==> config.mk <==
export PLATFORM = sky130hd
export DESIGN_NAME = rip_core
export DESIGN_NICKNAME = d
export VERILOG_FILES = /design/src/rtl/rip_pkg.sv /design/src/rtl/rip_core.sv /design/src/rtl/rip_decode.sv /design/src/rtl/rip_execute.sv /design/src/rtl/rip_fetch.sv /design/src/rtl/rip_mem_arbiter.sv /design/src/rtl/rip_regfile.sv
export SDC_FILE = /design/constraint.sdc
export NUM_CORES = 2
export LEC_CHECK = 0
export BUFFER_PORTS_ARGS = -buffer_cell sky130_fd_sc_hd__buf_2
export CORE_UTILIZATION = 27
export CTS_CLUSTER_SIZE = 40
export DETAILED_ROUTE_END_ITERATION = 10
export PLACE_DENSITY_LB_ADDON = 0.15
export SLEW_MARGIN = 40
export SYNTH_ARGS = -nofsm -noshare
export SYNTH_HDL_FRONTEND = slang
export SYNTH_SLANG_ARGS = --single-unit
==> constraint.sdc <==
create_clock -name clk -period 12.02 [get_ports clk]
set_clock_uncertainty 0.15 [all_clocks]
set_input_delay 0.601 -clock clk [delete_from_list [all_inputs] [get_ports clk]]
set_output_delay 0.601 -clock clk [all_outputs]
set_load 0.01 [all_outputs]
==> src/rtl/rip_pkg.sv <==
package rip_pkg;

    typedef logic [31:0] word_t;
    typedef logic [4:0]  reg_addr_t;

    localparam word_t RESET_PC   = 32'h0000_0000;
    localparam word_t INST_BYTES = 32'd4;

    typedef enum logic [3:0] {
        OP_NOP,
        OP_ADD,
        OP_SUB,
        OP_AND,
        OP_OR,
        OP_XOR,
        OP_SLT,
        OP_ADDI,
        OP_LUI,
        OP_LW,
        OP_SW,
        OP_BEQ,
        OP_BNE,
        OP_JAL,
        OP_EBREAK
    } op_t;

    typedef struct packed {
        op_t       op;
        reg_addr_t rd;
        reg_addr_t rs1;
        reg_addr_t rs2;
        word_t     imm;
    } dec_inst_t;

    // request is a held level, completion is a one-cycle ack
    typedef struct packed {
        logic  valid;
        logic  we;
        word_t addr;
        word_t wdata;
    } mem_req_t;

    typedef struct packed {
        logic  ack;
        word_t rdata;
    } mem_rsp_t;

    typedef enum logic [1:0] {
        CORE_IDLE,
        CORE_RUNNING,
        CORE_DRAINING
    } core_state_t;

endpackage

==> src/rtl/rip_core.sv <==
`timescale 1ns/1ps

module rip_core #(
    parameter int ADDR_MASK_BITS = 16
) (
    input  logic              clk,
    input  logic              rst_n,
    input  logic              run,
    input  rip_pkg::word_t    mem_head,
    output logic              busy,
    output rip_pkg::mem_req_t ext_req,
    input  rip_pkg::mem_rsp_t ext_rsp
);
    import rip_pkg::*;

    core_state_t state;
    word_t       head;
    logic        core_rst_n;
    logic        arb_idle;

    logic        inst_valid;
    dec_inst_t   inst;
    word_t       inst_pc;
    logic        take;
    logic        redirect;
    word_t       redirect_pc;
    logic        halted;

    reg_addr_t   rs1_num;
    reg_addr_t   rs2_num;
    reg_addr_t   rd_num;
    word_t       rs1;
    word_t       rs2;
    word_t       wdata;
    logic        wen;

    mem_req_t    fetch_req;
    mem_rsp_t    fetch_rsp;
    mem_req_t    exec_req;
    mem_rsp_t    exec_rsp;

    assign busy = (state != CORE_IDLE);

    // units stay in reset between runs, so each run starts at pc 0
    assign core_rst_n = rst_n && busy;

    always_ff @(posedge clk) begin
        if (!rst_n) begin
            state <= CORE_IDLE;
        end else begin
            case (state)
                CORE_IDLE: begin
                    if (run) begin
                        state <= CORE_RUNNING;
                    end
                end
                CORE_RUNNING: begin
                    if (halted) begin
                        state <= arb_idle ? CORE_IDLE : CORE_DRAINING;
                    end
                end
                CORE_DRAINING: begin
                    // a prefetch may still be on the bus
                    if (arb_idle) begin
                        state <= CORE_IDLE;
                    end
                end
                default: state <= CORE_IDLE;
            endcase
        end
    end

    always_ff @(posedge clk) begin
        if (state == CORE_IDLE && run) begin
            head <= mem_head;
        end
    end

    rip_fetch fetch (
        .clk        (clk),
        .rst_n      (core_rst_n),
        .redirect   (redirect),
        .redirect_pc(redirect_pc),
        .halted     (halted),
        .take       (take),
        .inst_valid (inst_valid),
        .inst       (inst),
        .inst_pc    (inst_pc),
        .req        (fetch_req),
        .rsp        (fetch_rsp)
    );

    rip_execute execute (
        .clk        (clk),
        .rst_n      (core_rst_n),
        .inst_valid (inst_valid),
        .inst       (inst),
        .inst_pc    (inst_pc),
        .take       (take),
        .redirect   (redirect),
        .redirect_pc(redirect_pc),
        .halted     (halted),
        .rs1_num    (rs1_num),
        .rs2_num    (rs2_num),
        .rs1        (rs1),
        .rs2        (rs2),
        .wen        (wen),
        .rd_num     (rd_num),
        .wdata      (wdata),
        .req        (exec_req),
        .rsp        (exec_rsp)
    );

    rip_regfile regfile (
        .clk    (clk),
        .rst_n  (core_rst_n),
        .rs1_num(rs1_num),
        .rs2_num(rs2_num),
        .rs1    (rs1),
        .rs2    (rs2),
        .wen    (wen),
        .rd_num (rd_num),
        .wdata  (wdata)
    );

    rip_mem_arbiter #(
        .ADDR_MASK_BITS(ADDR_MASK_BITS)
    ) mem_arbiter (
        .clk      (clk),
        .rst_n    (rst_n),
        .head     (head),
        .fetch_req(fetch_req),
        .fetch_rsp(fetch_rsp),
        .exec_req (exec_req),
        .exec_rsp (exec_rsp),
        .ext_req  (ext_req),
        .ext_rsp  (ext_rsp),
        .idle     (arb_idle)
    );

endmodule

==> src/rtl/rip_decode.sv <==
`timescale 1ns/1ps

module rip_decode (
    input  rip_pkg::word_t     code,
    output rip_pkg::dec_inst_t inst
);
    import rip_pkg::*;

    localparam logic [6:0] OPC_OP     = 7'b0110011;
    localparam logic [6:0] OPC_OP_IMM = 7'b0010011;
    localparam logic [6:0] OPC_LUI    = 7'b0110111;
    localparam logic [6:0] OPC_LOAD   = 7'b0000011;
    localparam logic [6:0] OPC_STORE  = 7'b0100011;
    localparam logic [6:0] OPC_BRANCH = 7'b1100011;
    localparam logic [6:0] OPC_JAL    = 7'b1101111;
    localparam word_t      EBREAK_ENC = 32'h0010_0073;

    logic [6:0] opcode;
    logic [2:0] funct3;
    logic [6:0] funct7;
    word_t      imm_i;
    word_t      imm_s;
    word_t      imm_b;
    word_t      imm_u;
    word_t      imm_j;

    assign opcode = code[6:0];
    assign funct3 = code[14:12];
    assign funct7 = code[31:25];

    assign imm_i = {{20{code[31]}}, code[31:20]};
    assign imm_s = {{20{code[31]}}, code[31:25], code[11:7]};
    assign imm_b = {{19{code[31]}}, code[31], code[7], code[30:25], code[11:8], 1'b0};
    assign imm_u = {code[31:12], 12'b0};
    assign imm_j = {{11{code[31]}}, code[31], code[19:12], code[20], code[30:21], 1'b0};

    always_comb begin
        inst.op  = OP_NOP;
        inst.rd  = code[11:7];
        inst.rs1 = code[19:15];
        inst.rs2 = code[24:20];
        inst.imm = imm_i;
        case (opcode)
            OPC_OP: begin
                case ({funct7, funct3})
                    10'b0000000_000: inst.op = OP_ADD;
                    10'b0100000_000: inst.op = OP_SUB;
                    10'b0000000_111: inst.op = OP_AND;
                    10'b0000000_110: inst.op = OP_OR;
                    10'b0000000_100: inst.op = OP_XOR;
                    10'b0000000_010: inst.op = OP_SLT;
                    default:         inst.op = OP_NOP;
                endcase
            end
            OPC_OP_IMM: inst.op = (funct3 == 3'b000) ? OP_ADDI : OP_NOP;
            OPC_LUI: begin
                inst.op  = OP_LUI;
                inst.imm = imm_u;
            end
            OPC_LOAD: inst.op = (funct3 == 3'b010) ? OP_LW : OP_NOP;
            OPC_STORE: begin
                inst.op  = (funct3 == 3'b010) ? OP_SW : OP_NOP;
                inst.imm = imm_s;
            end
            OPC_BRANCH: begin
                if (funct3 == 3'b000) begin
                    inst.op = OP_BEQ;
                end else if (funct3 == 3'b001) begin
                    inst.op = OP_BNE;
                end
                inst.imm = imm_b;
            end
            OPC_JAL: begin
                inst.op  = OP_JAL;
                inst.imm = imm_j;
            end
            default: begin
                // only the exact ebreak word ends a run
                if (code == EBREAK_ENC) begin
                    inst.op = OP_EBREAK;
                end
            end
        endcase
    end

endmodule

==> src/rtl/rip_execute.sv <==
`timescale 1ns/1ps

module rip_execute (
    input  logic               clk,
    input  logic               rst_n,
    input  logic               inst_valid,
    input  rip_pkg::dec_inst_t inst,
    input  rip_pkg::word_t     inst_pc,
    output logic               take,
    output logic               redirect,
    output rip_pkg::word_t     redirect_pc,
    output logic               halted,
    output rip_pkg::reg_addr_t rs1_num,
    output rip_pkg::reg_addr_t rs2_num,
    input  rip_pkg::word_t     rs1,
    input  rip_pkg::word_t     rs2,
    output logic               wen,
    output rip_pkg::reg_addr_t rd_num,
    output rip_pkg::word_t     wdata,
    output rip_pkg::mem_req_t  req,
    input  rip_pkg::mem_rsp_t  rsp
);
    import rip_pkg::*;

    logic  active;
    logic  is_mem;
    logic  writes_rd;
    logic  branch_taken;
    word_t result;

    assign active  = inst_valid && !halted;
    assign rs1_num = inst.rs1;
    assign rs2_num = inst.rs2;

    always_comb begin
        result       = '0;
        writes_rd    = 1'b1;
        branch_taken = 1'b0;
        is_mem       = 1'b0;
        case (inst.op)
            OP_ADD:  result = rs1 + rs2;
            OP_SUB:  result = rs1 - rs2;
            OP_AND:  result = rs1 & rs2;
            OP_OR:   result = rs1 | rs2;
            OP_XOR:  result = rs1 ^ rs2;
            OP_SLT:  result = word_t'($signed(rs1) < $signed(rs2));
            OP_ADDI: result = rs1 + inst.imm;
            OP_LUI:  result = inst.imm;
            OP_LW:   is_mem = 1'b1;
            OP_SW: begin
                is_mem    = 1'b1;
                writes_rd = 1'b0;
            end
            OP_BEQ: begin
                branch_taken = (rs1 == rs2);
                writes_rd    = 1'b0;
            end
            OP_BNE: begin
                branch_taken = (rs1 != rs2);
                writes_rd    = 1'b0;
            end
            OP_JAL: begin
                // link to the next sequential instruction
                branch_taken = 1'b1;
                result       = inst_pc + INST_BYTES;
            end
            default: writes_rd = 1'b0;
        endcase
    end

    // held while waiting, since fetch keeps inst stable until take
    always_comb begin
        req.valid = active && is_mem;
        req.we    = (inst.op == OP_SW);
        req.addr  = rs1 + inst.imm;
        req.wdata = rs2;
    end

    assign take        = active && (!is_mem || rsp.ack);
    assign redirect    = take && branch_taken;
    assign redirect_pc = inst_pc + inst.imm;

    assign wen    = take && writes_rd;
    assign rd_num = inst.rd;
    assign wdata  = (inst.op == OP_LW) ? rsp.rdata : result;

    always_ff @(posedge clk) begin
        if (!rst_n) begin
            halted <= 1'b0;
        end else if (take && inst.op == OP_EBREAK) begin
            halted <= 1'b1;
        end
    end

endmodule

==> src/rtl/rip_fetch.sv <==
`timescale 1ns/1ps

module rip_fetch (
    input  logic               clk,
    input  logic               rst_n,
    input  logic               redirect,
    input  rip_pkg::word_t     redirect_pc,
    input  logic               halted,
    input  logic               take,
    output logic               inst_valid,
    output rip_pkg::dec_inst_t inst,
    output rip_pkg::word_t     inst_pc,
    output rip_pkg::mem_req_t  req,
    input  rip_pkg::mem_rsp_t  rsp
);
    import rip_pkg::*;

    word_t     pc;
    word_t     req_pc;
    logic      req_active;
    logic      squash;
    logic      fill;
    dec_inst_t fetched;

    // presented slot and one-word prefetch slot
    logic      cur_valid;
    dec_inst_t cur_inst;
    word_t     cur_pc;
    logic      pf_valid;
    dec_inst_t pf_inst;
    word_t     pf_pc;

    rip_decode decode (
        .code(rsp.rdata),
        .inst(fetched)
    );

    assign fill = rsp.ack && !squash;

    always_comb begin
        req.valid = req_active;
        req.we    = 1'b0;
        req.addr  = req_pc;
        req.wdata = '0;
    end

    assign inst_valid = cur_valid;
    assign inst       = cur_inst;
    assign inst_pc    = cur_pc;

    always_ff @(posedge clk) begin
        if (!rst_n) begin
            pc         <= RESET_PC;
            req_active <= 1'b0;
            squash     <= 1'b0;
            cur_valid  <= 1'b0;
            pf_valid   <= 1'b0;
        end else begin
            if (req_active) begin
                if (rsp.ack) begin
                    req_active <= 1'b0;
                end
            end else if (!pf_valid && !halted && !redirect) begin
                req_active <= 1'b1;
                pc         <= pc + INST_BYTES;
            end

            if (redirect) begin
                pc        <= redirect_pc;
                cur_valid <= 1'b0;
                pf_valid  <= 1'b0;
                // word still in flight belongs to the old path
                squash    <= req_active && !rsp.ack;
            end else begin
                if (rsp.ack) begin
                    squash <= 1'b0;
                end
                if (take) begin
                    cur_valid <= pf_valid || fill;
                    pf_valid  <= 1'b0;
                end else if (fill) begin
                    if (cur_valid) begin
                        pf_valid <= 1'b1;
                    end else begin
                        cur_valid <= 1'b1;
                    end
                end
            end
        end
    end

    always_ff @(posedge clk) begin
        if (!req_active) begin
            req_pc <= pc;
        end
        if (take && pf_valid) begin
            cur_inst <= pf_inst;
            cur_pc   <= pf_pc;
        end else if (fill && (take || !cur_valid)) begin
            cur_inst <= fetched;
            cur_pc   <= req_pc;
        end
        if (fill && cur_valid && !take) begin
            pf_inst <= fetched;
            pf_pc   <= req_pc;
        end
    end

endmodule

==> src/rtl/rip_mem_arbiter.sv <==
`timescale 1ns/1ps

module rip_mem_arbiter #(
    parameter int ADDR_MASK_BITS = 16
) (
    input  logic              clk,
    input  logic              rst_n,
    input  rip_pkg::word_t    head,
    input  rip_pkg::mem_req_t fetch_req,
    output rip_pkg::mem_rsp_t fetch_rsp,
    input  rip_pkg::mem_req_t exec_req,
    output rip_pkg::mem_rsp_t exec_rsp,
    output rip_pkg::mem_req_t ext_req,
    input  rip_pkg::mem_rsp_t ext_rsp,
    output logic              idle
);
    import rip_pkg::*;

    typedef enum logic [1:0] {
        OWN_NONE,
        OWN_FETCH,
        OWN_EXEC
    } owner_t;

    localparam word_t LOW_MASK = word_t'((33'd1 << ADDR_MASK_BITS) - 33'd1);

    owner_t   owner;
    owner_t   grant;
    mem_req_t sel_req;

    // a running transfer keeps the bus, execute wins a fresh tie
    always_comb begin
        if (owner != OWN_NONE) begin
            grant = owner;
        end else if (exec_req.valid) begin
            grant = OWN_EXEC;
        end else if (fetch_req.valid) begin
            grant = OWN_FETCH;
        end else begin
            grant = OWN_NONE;
        end
    end

    always_comb begin
        case (grant)
            OWN_EXEC:  sel_req = exec_req;
            OWN_FETCH: sel_req = fetch_req;
            default:   sel_req = '0;
        endcase
        ext_req      = sel_req;
        ext_req.addr = (sel_req.addr & LOW_MASK) | head;
    end

    always_comb begin
        fetch_rsp.ack   = ext_rsp.ack && (grant == OWN_FETCH);
        fetch_rsp.rdata = (grant == OWN_FETCH) ? ext_rsp.rdata : '0;
        exec_rsp.ack    = ext_rsp.ack && (grant == OWN_EXEC);
        exec_rsp.rdata  = (grant == OWN_EXEC) ? ext_rsp.rdata : '0;
    end

    assign idle = (grant == OWN_NONE);

    always_ff @(posedge clk) begin
        if (!rst_n) begin
            owner <= OWN_NONE;
        end else if (ext_rsp.ack) begin
            owner <= OWN_NONE;
        end else begin
            owner <= grant;
        end
    end

endmodule

==> src/rtl/rip_regfile.sv <==
`timescale 1ns/1ps

module rip_regfile (
    input  logic               clk,
    input  logic               rst_n,
    input  rip_pkg::reg_addr_t rs1_num,
    input  rip_pkg::reg_addr_t rs2_num,
    output rip_pkg::word_t     rs1,
    output rip_pkg::word_t     rs2,
    input  logic               wen,
    input  rip_pkg::reg_addr_t rd_num,
    input  rip_pkg::word_t     wdata
);
    import rip_pkg::*;

    word_t regs [32];

    assign rs1 = regs[rs1_num];
    assign rs2 = regs[rs2_num];

    always_ff @(posedge clk) begin
        if (!rst_n) begin
            for (int i = 0; i < 32; i++) begin
                regs[i] <= '0;
            end
        end else if (wen && rd_num != '0) begin
            regs[rd_num] <= wdata;
        end
    end

endmodule

# == Word level (Yosys, flattened, before mapping) ==
# Memories as Yosys holds them, arrays and structs flattened. A register that Yosys moved wholly into a read port is not among the register bits.
# Cells that the tools add are included.
# word_totals
ff_bits,271
latch_bits,0
ram_bits,1024
mem_bits_ro,0
inputBits,68
output_inout_bits,67
elab_cells,173
memories,1
# op_classes
addsub,6
n_mul,0
n_div,0
magnitude_cmp,1
n_eq_ne,39
shift,0
muxes,48
n_bitwise,6
n_reduce_logical,50
# mem_list
name,words,width,read_ports,rd_ports_with_merged_regs,wr,line_no,source
regfile.regs,32,32,2,2,32,rip_regfile.sv:16,word_t regs [32];
# ops
op,count
32-bit two-way mux,9
32-bit one-hot mux with 9 select lines,1
66-bit one-hot mux with 2 select lines,1
31-bit one-hot mux with 4 select lines,1
51-bit two-way mux,2
32-bit adder,3
32-bit by 3-bit adder with 32-bit output (second input constant),2
32-bit bitwise AND,1
32-bit by 21-bit equality test with 1-bit output (second input constant),1
32-bit equality test,1
32-bit less-than comparator,1
32-bit != test,1
16-bit by 32-bit bitwise OR with 32-bit output,1
32-bit bitwise OR,1
32-bit OR reduction,1
32-bit subtractor,1
32-bit bitwise XOR,1
10-bit by 3-bit equality test with 1-bit output (second input constant),3
4-bit equality test (second input constant),7
4-bit one-hot mux with 7 select lines,1
7-bit by 6-bit equality test with 1-bit output (second input constant),3
4-bit two-way mux,5
1-bit logical AND,19
3-bit one-hot mux with 6 select lines,1
other kinds (33),82

# == Depth between registers and ports, before layout ==
# depth
depth_word,17
ltp_mapped,21
depth_no_buf,16

# == Hierarchy ==
# A second synthesis with hierarchy kept.
# hier_totals
cells_unflattened,7061
hier_area_um2,78233.8
# by_module_without_submodules
mod,n_inst,cells_per_inst,area_per_inst_um2,seq_area_each_um2
rip_regfile,1,4609,55715.9,30749.5
rip_execute,1,1474,9929.5,20.0
rip_fetch,1,592,9271.4,6666.4
rip_mem_arbiter,1,222,1432.6,40.0
rip_core,1,46,1079.8,1001.0
rip_decode,1,118,804.5,0.0

# == Worst setup path before layout ==
# Ideal clock, no wire load.
# synth_path
path_kind,reg2reg
from,register (tool-made name)
to,"memory regfile.regs[10][28] in the netlist's numbering, data pin"
setup_ns,0.266
arrival_time_ns,5.583
required_time_ns,11.604
path_slack_ns,6.022
stages_incl_launch_ff,22
n_path_buf,5
synth_period_minus_slack_ns,5.998
path_cell_list,dfxtp_1 buf_2 buf_6 clkbuf_1 buf_1 mux4_2 mux4_2 mux2i_1 inv_1 ha_1 fa_1 a21o_1 a31oi_1 a2bb2oi_1 a41o_1 or3_1 a21o_1 a41oi_1 xor2_1 o211a_2 buf_2 nor2_1
# synth_rtl
item,line_no
end: declaration,rip_regfile.sv:16

==> flow_summary.json <==
{
  "synth-edff-count": 1254,
  "cts.sinks": 1305,
  "p_seq_frac": 0.445,
  "clkPwrFrac": 0.396,
  "combPwrFrac": 0.159,
  "cts_buffers": 159,
  "finalHoldViolCount": 0,
  "power_density_nw_per_um2": 143,
  "io_buffers": 134,
  "final_antenna_net_count": 0,
  "syn-instance-count": 5483,
  "worstPathArrival_ns": 7.27,
  "min_path_type": "primary input to flip-flop",
  "p_switching_mw": 3.43,
  "worst_hold_slack_ns": 0.0578,
  "die_area_um2": 270000,
  "grt_pass1_vias": 49300,
  "cts_buffer_depth": 3,
  "path_max_fanout": 75,
  "ios": 135,
  "cp-end-kind": "output port",
  "drtPass1Iterations": 8,
  "cts.reportedPaths.clkPinSlew_ns": 0.06,
  "cts_tree": "built",
  "rsz0062_at_grt": "no",
  "cts.root.buffer_cell": "clkbuf_16",
  "finalNonFillerCells": 9175,
  "ys_warn_count": 0,
  "drc": 0,
  "synth.area.top_cells": "edfxtp_1, mux4_2, nor2_1",
  "cap_violations": 0,
  "internal_power_mw": 8.44,
  "vdd_ir_drop_max_mv": 0.161,
  "seq_area_um2": 38700,
  "insertion_delay_ns": 0.83,
  "syn-mean-instance-area_um2": 13.2,
  "syn_to_final_growth_pct": 15.0,
  "start_util": 0.272,
  "setup_tns_ns": 0,
  "cts.htree.levels": 4,
  "p_total_mw": 11.9,
  "holdPathStages": 4,
  "gp_congestion": 0.849,
  "worstPathRequired_ns": 11.27,
  "drive_gt1_frac": 0.236,
  "gr-total-overflow": 0,
  "grt_max_degree": 105,
  "synth.yosys.seq_area_share": 0.535,
  "power_leakage_nw": 29.8,
  "ys_seq_elements": 1305,
  "finalWorstSetupSlack_ns": 4.00,
  "viasPerCell": 5.43,
  "num_vias": 49800,
  "grt_usage": 0.210,
  "switching_share": 0.289,
  "num_rows": 189,
  "grt_pass1_wl_um": 399000,
  "hpwl_um": 176000,
  "cts_setup_buffers": 0,
  "die_w_um": 519,
  "multiInputGateArea_um2": 32200,
  "n_fill_cell": 26300,
  "setup_viol": 0,
  "ys_types": 97,
  "worst_setup_path_start_kind": "flip-flop",
  "avgRoutedWirePerCell_um": 31.4,
  "synth_area_um2": 72300,
  "ys_async_sr_fraction": 0,
  "critPathKind": "flip-flop to output port",
  "antenna_found_initial": 9,
  "netlist.top_cell.by_area": "edfxtp_1",
  "dp_cells": 8843,
  "design.core.area_um2": 266000,
  "netlist.area_leader.share": 0.521,
  "dp_slack_ns": 4.37,
  "finalCriticalPeriod_ns": 8.02,
  "worst_pin_slew_ns": 0.897,
  "max_slew_margin": 0.402,
  "die_y_um": 519,
  "wirelength_um": 288000,
  "max_freq_mhz": 125,
  "reg2reg_depth": 16,
  "fin_crit_sh": 0.667,
  "status": "finished, final reports clean",
  "slew_violations": 0,
  "ys.flop_type": "edfxtp_1",
  "nets": 5748,
  "drt_iter0_markers": 5410
}
through the flow:
stage               instance area (um2)  utilization
global route                      83100        0.313
finish                            83100        0.313
detailed placement                77700        0.293
floorplan                         72400            -
CTS                               83000        0.313
global placement                  77400        0.291
power by group through the flow:
stage,sequential [mW],combinational [mW],clock [mW]
floorplan,5.31,1.16,0
global placement,5.37,1.85,0
detailed placement,5.38,1.87,0
CTS,5.28,1.88,4.78
global route,5.30,1.99,4.94
finish,5.28,1.89,4.70
metal layers:
layer,up-vias,GRT usage,wire (um)
li1,20900,-,-
met1,26400,0.284,124000
met2,2047,0.350,138000
met3,380,0.0305,17700
met4,0,0.0570,7950
met5,-,0,0
cell families after synthesis:
logic type / count (synthesis) / synth area share
buffers and inverters: 610 / 0.0337
AO/OA/AOI/OAI: 685 / 0.0646
AND/OR/NAND/NOR: 1832 / 0.105
XOR/XNOR: 116 / 0.0141
flip-flops: 1305 / 0.535
adder cells (fa/ha/maj): 171 / 0.0300
other: 1 / 0.0000519
multiplexers: 763 / 0.217
cell usage after synthesis (46+ instances only):
library cell     n
mux2i_1         75
buf_1           72
a21oi_1        168
mux4_2         640
a21o_1          46
nor2_1        1170
ha_1           167
nand2_1        369
clkbuf_1       339
nand3_1         64
inv_1          127
mux2_2          47
dfxtp_1         51
o21ai_0        134
xor2_1          46
xnor2_1         70
buf_2           48
edfxtp_1      1254
sequential cells by signal, summed over array words and instances, names as in the netlist, 2 cells and up, named ones only:
register	cells
fetch.inst	51
fetch.inst_pc	32
fetch.pc	32
fetch.pf_inst	51
fetch.pf_pc	32
fetch.req_pc	32
head	32
mem_arbiter.owner	2
regfile.regs	1024
state	2
worst paths after layout:
path	startpoint	endpoint	slack, ns
worst min register to register	fetch.pc[0]	fetch.req_pc[0]	0.28
worst max-delay path	flip-flop	ext_req[46]	4.00
worst min-delay path	ext_rsp[32]	fetch.squash	0.06
worst max register to register	flip-flop	regfile.regs[21][25]	4.24
timing repair:
action                                 CTS  global route
hold buffers                            36             0
endpoints found under the hold margin   37             0
setup endpoints to repair                0             0
resized for setup                        0             0
critical path: stages, from the launching register on:
cell     delay, ns
dfxtp_4       0.60
buf_12        0.54
mux4_2        0.60
mux4_2        0.56
mux2i_1       0.60
inv_1         0.33
fa_1          0.49
a21o_1        0.21
a31oi_1       0.38
a21oi_1       0.18
o21ai_0       0.43
a21oi_1       0.16
or2_2         0.33
a21oi_1       0.18
xor2_1        0.43
o21ai_0       0.14
buf_2         0.16
layout make-up:
| cell class | instances | share of cell area |
|---|---|---|
| antenna | 5 | 0.000151 |
| clock buffer | 211 | 0.0514 |
| clock inverter | 78 | 0.00774 |
| inverter | 129 | 0.00586 |
| multi-input combinational | 3599 | 0.388 |
| sequential | 1305 | 0.466 |
| tap | 3533 | 0.0532 |
| timing repair buffer | 315 | 0.0282 |
cells in the final DEF, fill, tap and decap left out, types with 41 or more instances in the layout:
| cell | Yosys | layout |
|---|---|---|
| inv_1 | 127 | 126 |
| a21o_1 | 46 | 46 |
| mux2_2 | 47 | 47 |
| buf_2 | 48 | 135 |
| mux4_2 | 640 | 640 |
| mux2i_1 | 75 | 69 |
| buf_4 | 20 | 122 |
| ha_1 | 167 | 167 |
| xnor2_1 | 70 | 70 |
| edfxtp_1 | 1254 | 1254 |
| o21ai_0 | 134 | 134 |
| nand2_1 | 369 | 306 |
| clkinv_1 | 0 | 42 |
| clkbuf_16 | 0 | 163 |
| dfxtp_1 | 51 | 41 |
| nand3_1 | 64 | 62 |
| a21oi_1 | 168 | 157 |
| nor2_1 | 1170 | 1164 |
| xor2_1 | 46 | 46 |
| clkbuf_1 | 339 | 47 |
Power figures use the tool's default switching activity.
